[src/verilog/pad_defines.svh]
`ifndef PAD_DEFINES_SVH
`define PAD_DEFINES_SVH

// nes poll timing, counted in clk cycles

// latch pulse length and full bit slot, roughly 12 us
`define NES_LATCH_CYCLES 300

// nes_clk high time in a slot, also the wait before A
`define NES_HALF_BIT_CYCLES 150

// slot counter width, must hold NES_LATCH_CYCLES
`define NES_COUNT_W 11

// frame sizes

// A B select start up down left right
`define NES_BITS 8

// b y select start up down left right a x l r
`define SNES_BITS 12

// frame filter

// more pressed bits than this reads as a corrupt frame
`define PAD_MAX_PRESSED 2

`endif

[src/verilog/pad_pkg.sv]
`include "pad_defines.svh"

package pad_pkg;

    // named view of one pmod frame
    // msb arrives first on the wire
    typedef struct packed {
        logic b;
        logic y;
        logic select;
        logic start;
        logic up;
        logic down;
        logic left;
        logic right;
        logic a;
        logic x;
        logic l;
        logic r;
    } snes_btn_t;

    // one 12-bit frame, read as a word or as buttons
    typedef union packed {
        logic [`SNES_BITS-1:0] raw;  // all-ones test, popcount
        snes_btn_t             btn;  // per-button access
    } snes_frame_u;

    // nes poll sequence
    // bit index lives beside the state, not in it
    typedef enum logic [1:0] {
        st_latch,     // latch high, pad loads its buttons
        st_wait_a,    // A already on data, sample then wait
        st_bit_slot   // clock pulse per remaining button
    } nes_state_e;

endpackage

[src/verilog/nes_poller.sv]
`include "pad_defines.svh"

// polls an nes pad
// latch pulse, A read straight after, then one clock pulse per button
module nes_poller
    import pad_pkg::*;
(
    input  logic                 clk,
    input  logic                 rst_n,
    input  logic                 nes_data,    // serial from pad, low = pressed
    output logic                 nes_latch,
    output logic                 nes_clk,
    output logic [`NES_BITS-1:0] nes_buttons  // A at msb, 1 = pressed
);

    localparam int idx_w = $clog2(`NES_BITS);

    typedef logic [`NES_COUNT_W-1:0] count_t;

    // last count of a latch pulse or bit slot
    localparam count_t slot_last = count_t'(`NES_LATCH_CYCLES);
    // last nes_clk high count, also the sample point
    localparam count_t half_last = count_t'(`NES_HALF_BIT_CYCLES);
    // index of the right button, last in the frame
    localparam logic [idx_w-1:0] idx_last = idx_w'(`NES_BITS - 1);

    nes_state_e       state;
    count_t           count;   // shared by all states
    logic [idx_w-1:0] idx;     // 0 = A ... idx_last = right

    logic slot_done;
    logic half_done;

    assign slot_done = (count == slot_last);
    assign half_done = (count == half_last);

    always_ff @(posedge clk) begin
        if (!rst_n) begin
            state       <= st_latch;
            count       <= '0;
            idx         <= '0;
            nes_latch   <= 1'b0;   // rises one cycle after reset
            nes_clk     <= 1'b0;
            nes_buttons <= '0;     // all released
        end else begin
            count <= count + count_t'(1);  // default advance

            case (state)
                st_latch: begin
                    nes_latch <= 1'b1;
                    if (slot_done) begin
                        nes_latch <= 1'b0;
                        count     <= '0;
                        idx       <= '0;
                        state     <= st_wait_a;
                    end
                end

                st_wait_a: begin
                    // pad drives A as soon as latch drops
                    if (count == '0) begin
                        nes_buttons[idx_last - idx] <= ~nes_data;
                    end
                    if (half_done) begin
                        nes_clk <= 1'b1;       // first slot opens high
                        count   <= '0;
                        idx     <= idx_w'(1);  // B next
                        state   <= st_bit_slot;
                    end
                end

                st_bit_slot: begin
                    // pad shifted on our rising edge
                    // data settled by the end of the high phase
                    if (half_done) begin
                        nes_clk                     <= 1'b0;
                        nes_buttons[idx_last - idx] <= ~nes_data;
                    end

                    if (slot_done) begin
                        count <= '0;
                        if (idx == idx_last) begin
                            // right done, next frame
                            nes_latch <= 1'b1;
                            state     <= st_latch;
                        end else begin
                            nes_clk <= 1'b1;
                            idx     <= idx + idx_w'(1);
                        end
                    end
                end

                default: begin
                    count <= '0;
                    state <= st_latch;
                end
            endcase
        end
    end

endmodule

[src/verilog/pmod_frame_capture.sv]
`include "pad_defines.svh"

// pmod bridge receiver
// bridge clocks its own frames, we oversample them with clk
module pmod_frame_capture
    import pad_pkg::*;
(
    input  logic        clk,
    input  logic        rst_n,
    input  logic        pmod_data,
    input  logic        pmod_clk,
    input  logic        pmod_latch,
    output snes_frame_u frame       // last committed frame
);

    // pin vectors packed as {data, clk, latch}
    logic [2:0] pin_meta;   // first sync stage
    logic [2:0] pin_sync;   // second sync stage, safe to use

    logic clk_prev;
    logic latch_prev;
    logic clk_rise;
    logic latch_rise;

    logic [`SNES_BITS-1:0] shift_q;

    assign clk_rise   = pin_sync[1] & ~clk_prev;
    assign latch_rise = pin_sync[0] & ~latch_prev;

    // two-flop synchronizer on all three pins
    always_ff @(posedge clk) begin
        if (!rst_n) begin
            pin_meta <= '0;
            pin_sync <= '0;
        end else begin
            pin_meta <= {pmod_data, pmod_clk, pmod_latch};
            pin_sync <= pin_meta;
        end
    end

    // edge detect, shift on clock, commit on latch
    always_ff @(posedge clk) begin
        if (!rst_n) begin
            clk_prev   <= 1'b0;
            latch_prev <= 1'b0;
            shift_q    <= '1;   // all ones = no pad
            frame.raw  <= '1;
        end else begin
            clk_prev   <= pin_sync[1];
            latch_prev <= pin_sync[0];

            if (clk_rise) begin
                shift_q <= {shift_q[`SNES_BITS-2:0], pin_sync[2]};  // msb first
            end

            if (latch_rise) begin
                frame.raw <= shift_q;  // 3 cycles after the pin rise
            end
        end
    end

endmodule

[src/verilog/snes_frame_decoder.sv]
`include "pad_defines.svh"

// snes frame to buttons
// bridge sends all ones with no pad attached
// now and then it sends garbage with many bits set, dropped here
module snes_frame_decoder
    import pad_pkg::*;
(
    input  snes_frame_u           frame,
    output logic [`SNES_BITS-1:0] snes_buttons,  // frame field order
    output logic                  snes_present
);

    localparam int cnt_w = $clog2(`SNES_BITS + 1);

    // threshold in counter width
    localparam logic [cnt_w-1:0] max_pressed = cnt_w'(`PAD_MAX_PRESSED);

    logic [cnt_w-1:0] pressed;     // set bits in the raw word
    logic             too_many;

    // popcount over the raw view
    always_comb begin
        pressed = '0;
        for (int i = 0; i < `SNES_BITS; i++) begin
            pressed = pressed + cnt_w'(frame.raw[i]);
        end
    end

    assign snes_present = (frame.raw != '1);
    assign too_many     = (pressed > max_pressed);

    // absent or implausible frame reads as nothing pressed
    always_comb begin
        if (!snes_present || too_many) begin
            snes_buttons = '0;
        end else begin
            snes_buttons = frame.raw;
        end
    end

endmodule

[src/verilog/pad_select_top.sv]
`include "pad_defines.svh"

// game pad front end
// nes pad polled here, snes pad through the pmod bridge
// snes wins while one is plugged in
module pad_select_top
    import pad_pkg::*;
(
    input  logic                  clk,
    input  logic                  rst_n,

    // nes pad
    input  logic                  nes_data,
    output logic                  nes_latch,
    output logic                  nes_clk,

    // pmod bridge
    input  logic                  pmod_data,
    input  logic                  pmod_clk,
    input  logic                  pmod_latch,

    output logic [`SNES_BITS-1:0] buttons,      // b y sel start u d l r a x l r
    output logic                  snes_active   // 1 = snes source
);

    logic [`NES_BITS-1:0]  nes_buttons;   // A B sel start u d l r
    snes_frame_u           snes_frame;
    logic [`SNES_BITS-1:0] snes_buttons;
    logic                  snes_present;
    snes_frame_u           nes_map;       // nes buttons in snes layout

    nes_poller u_nes (
        .clk         (clk),
        .rst_n       (rst_n),
        .nes_data    (nes_data),
        .nes_latch   (nes_latch),
        .nes_clk     (nes_clk),
        .nes_buttons (nes_buttons)
    );

    pmod_frame_capture u_capture (
        .clk        (clk),
        .rst_n      (rst_n),
        .pmod_data  (pmod_data),
        .pmod_clk   (pmod_clk),
        .pmod_latch (pmod_latch),
        .frame      (snes_frame)
    );

    snes_frame_decoder u_decode (
        .frame        (snes_frame),
        .snes_buttons (snes_buttons),
        .snes_present (snes_present)
    );

    // place nes buttons by name
    // y x l r have no nes counterpart and stay 0
    always_comb begin
        nes_map            = '0;
        nes_map.btn.a      = nes_buttons[7];
        nes_map.btn.b      = nes_buttons[6];
        nes_map.btn.select = nes_buttons[5];
        nes_map.btn.start  = nes_buttons[4];
        nes_map.btn.up     = nes_buttons[3];
        nes_map.btn.down   = nes_buttons[2];
        nes_map.btn.left   = nes_buttons[1];
        nes_map.btn.right  = nes_buttons[0];
    end

    // source select, levels only
    assign buttons     = snes_present ? snes_buttons : nes_map.raw;
    assign snes_active = snes_present;  // low after reset, frame resets to all ones

endmodule

[config.mk]
export PLATFORM = sky130hd
export DESIGN_NAME = pad_select_top
export DESIGN_NICKNAME = d
export VERILOG_FILES = /design/src/verilog/pad_pkg.sv /design/src/verilog/nes_poller.sv /design/src/verilog/pmod_frame_capture.sv /design/src/verilog/snes_frame_decoder.sv /design/src/verilog/pad_select_top.sv
export VERILOG_INCLUDE_DIRS = /design/src /design/src/verilog
export SDC_FILE = /design/constraint.sdc
export NUM_CORES = 1
export LEC_CHECK = 0
export BUFFER_PORTS_ARGS = -buffer_cell sky130_fd_sc_hd__buf_2
export CORE_ASPECT_RATIO = 0.9
export CORE_MARGIN = 2
export CORE_UTILIZATION = 26
export DETAILED_ROUTE_END_ITERATION = 7
export GPL_ROUTABILITY_DRIVEN = 0
export PLACE_DENSITY_LB_ADDON = 0.15
export SYNTH_ARGS = -nofsm -noshare
export SYNTH_HDL_FRONTEND = slang
export SYNTH_SLANG_ARGS = --single-unit
[constraint.sdc]
create_clock -name clk -period 8.8 [get_ports clk]
set_clock_uncertainty 0.1 [all_clocks]
set_input_delay 1.76 -clock clk [delete_from_list [all_inputs] [get_ports clk]]
set_output_delay 1.76 -clock clk [all_outputs]
set_load 0.1 [all_outputs]
==> impl_metrics.toml <==
[logic_synthesis]
synth.area.top_cells = "dfxtp_1 (40%), nand2_1 (6.3%), ha_1 (5.7%)"
synthAdderAreaFrac = 0.105
ys_warn_count = 0
syn_inst = 324
synth-edff-count = 0
synthSimpleGateAreaFrac = 0.234
synth_largest_area_cell = "dfxtp_1"
synth-compound-area-share = 0.152
synth.cell_area_mm2 = 0.00287
synth_cell_types = 44
synthFlopType = "dfxtp_1"
synth_top_family_by_area = "simple AND/OR/NAND/NOR gates"
async_reset_ff_frac = 0
synth_top_area_frac = 0.404
synth-xor-area-share = 0.0275
muxShareOfSynthArea = 0.0139
syn_avg_cell_area_um2 = 8.86
synth_seq_area_share = 0.404
ys_ff_latch = 58
syn_nets = 350

[route]
viasPerCell = 4.75
wl_per_cell_um = 13.7
antenna_left = 0
drc = 0
drtIter0Drc = 136
vias = 2258
drt-pass1-iter-count = 4
wirelength_mm = 6.48

[die]
coreArea_mm2 = 0.0108
rows = 36
ios = 21
die_w_um = 115
start_util = 0.266
die-height_um = 104
dieArea_mm2 = 0.0119

[grt]
grt_pass1_vias = 2212
overflow = 0
grt_max_degree = 41
grt_pass1_wl_mm = 10.8
antenna_found_initial = 0
track_usage = 0.116

[sta]
period_share = 0.789
maxSlewViolCount = 0
setup_viol = 0
min_period_ns = 6.94
fmax_mhz = 144
hold_viol_final = 0
holdWs_ns = 0.324
relSlewSlack = 0.242
rsz0062_at_grt = "false"
setup_tns_ns = 0
worst_pin_slew_ns = 1.13

[clocking]
postCtsHoldBufs = 0
clkTransAtPathRegs_ns = 0.05
clk_path_buf_depth = 2
clk_latency_ns = 0.32
numCtsBuffers = 9
cts_num_sinks = 58
root_buffer = "clkbuf_16"
post_cts_buffers = 0
cts_tree = "built"
htree_num_levels = 3
cts_resized = 0

[power_and_ir_drop]
p_int_uw = 564
combPwrFrac = 0.187
p_leak_uw = 0.00149
p_per_area_mw_per_mm2 = 236
p_seq_frac = 0.349
clockPowerShare = 0.464
peakVddDrop_v = 0.0000764
power_switching_uw = 235
switching_share = 0.294

[place]
dp_hpwl_mm = 4.52
portBuffers = 20

[layout]
antenna_cells = 0
nets = 363
area_growth_pct = 18.1
drive_gt1_frac = 0.108

[min_path]
hold_depth = 1
whs_endpoint = "u_capture.pin_sync[2]"
min_from = "u_capture.pin_meta[2]"
hp-class = "flop to flop"

[critical_path]
end_kind = "output port"
startpoint_type = "flop"
timing.rr.end = "u_nes.nes_buttons[0]"
arrival_ns = 5.08
worstPathRequired_ns = 6.94
worst-setup-path-type = "flop to output port"
r2r_slack_ns = 6.38
path_max_fanout = 12
r2r-start = "u_nes.count[6]"
reg2reg_depth = 4

[job]
maxCapViolCount = 0

[run_status]
outcome = "finished, final reports clean"
## sequential cells by signal, indices dropped and copies added, names as in the netlist
name and flops:
u_capture.clk_prev 1, u_nes.nes_clk 1, u_capture.pin_meta 3, u_nes.nes_latch 1, u_capture.latch_prev 1, u_nes.nes_buttons 8, u_nes.idx 3, u_nes.state 2
u_capture.pin_sync 3, u_capture.shift_q 12, u_capture.frame 12, u_nes.count 11
## per-stage QoR
step	total power (µW)	util	setup WS (ns)	cell area, µm²	instances
finish	799	0.314	1.86	3390	475
global placement	431	0.285	2.36	3080	459
global route	833	0.314	1.61	3390	475
CTS	812	0.314	1.84	3390	475
floorplan	404	-	2.38	2870	324
detailed placement	435	0.285	2.20	3080	459
## critical path, stage by stage, from the launching register on
cell and delay [ns]:
dfxtp_1 0.32, ha_1 0.27, inv_1 0.04, fa_1 0.47
fa_1 0.54, fa_1 0.41, inv_1 0.07, fa_1 0.18
inv_1 0.06, fa_1 0.39, a211oi_1 0.23, mux2i_1 0.12
a2111oi_2 0.95, a22o_1 0.25, buf_2 0.43
## layer usage
| metal | GRT usage | wire length (µm) | vias to the layer above |
|---|---|---|---|
| met5 | 0 | 0 | - |
| met1 | 0.161 | 3440 | 1052 |
| li1 | - | - | 1160 |
| met3 | 0.0369 | 213 | 12 |
| met4 | 0.0525 | 159 | 0 |
| met2 | 0.163 | 2670 | 34 |
## synth_stat cells, drive strengths merged (2+ instances only)
cell type and n:
o21ai 2, a41oi 8, dfxtp 58, buf 3
clkbuf 17, nor2 14, xor2 8, nor3 2
ha 13, o41a 2, a21oi 3, or3 5
a22o 8, nand2 48, nand3 24, a311oi 8
and3 4, o211ai 5, nor2b 7, and2 18
o31ai 2, nand2b 2, nand4 10, mux2i 4
fa 7, inv 26
## worst max-delay path by stage
| stage | start | to | slack [ns] | cells after the start |
|---|---|---|---|---|
| final | u_capture.frame[1] | buttons[7] | 1.86 | 14 |
| after global routing | u_capture.frame[0] | buttons[11] | 1.61 | 14 |
| after CTS | u_capture.frame[1] | buttons[3] | 1.84 | 14 |
| after detailed placement | u_capture.frame[1] | buttons[3] | 2.20 | 14 |
| after global placement | u_capture.frame[1] | buttons[3] | 2.36 | 14 |
| after floorplan | u_capture.frame[0] | buttons[4] | 2.38 | 14 |
## placed cells by master (no fill, tap or decap), types with 7 or more instances in the layout
cell       instances
dfxtp_1           58
nand2_1           48
inv_1             26
nand3_1           24
buf_2             20
and2_1            18
nor2_1            14
ha_1              13
nand4_1           10
clkbuf_16          9
a22o_1             8
xor2_1             8
a41oi_1            8
a311oi_1           8
nor2b_1            7
fa_1               7
## power groups by stage
stage          clock network (µW)  registers, µW  logic [µW]
3_5_place_dp                    0            284         150
2_1_floorplan                   0            283         121
6_report                      371            279         149
3_3_place_gp                    0            284         147
4_1_cts                       383            279         151
5_1_grt                       392            280         161
## logic make-up after synthesis
group,Yosys count
simple gates,137
flops,58
buf+inv,46
compound gates,50
xor+xnor,9
fa+ha+maj,20
mux,4
## area by class of cell
cell class / count / area [µm²]
well taps: 133 / 166
multi-input cells: 220 / 1540
fillers: 1151 / 7420
flip-flops and latches: 58 / 1160
repair buffers: 22 / 115
inverters: 26 / 97.6
clock buffers: 14 / 254
clock inverters: 2 / 60.1
Note: power is estimated with default switching activity, not from simulation.
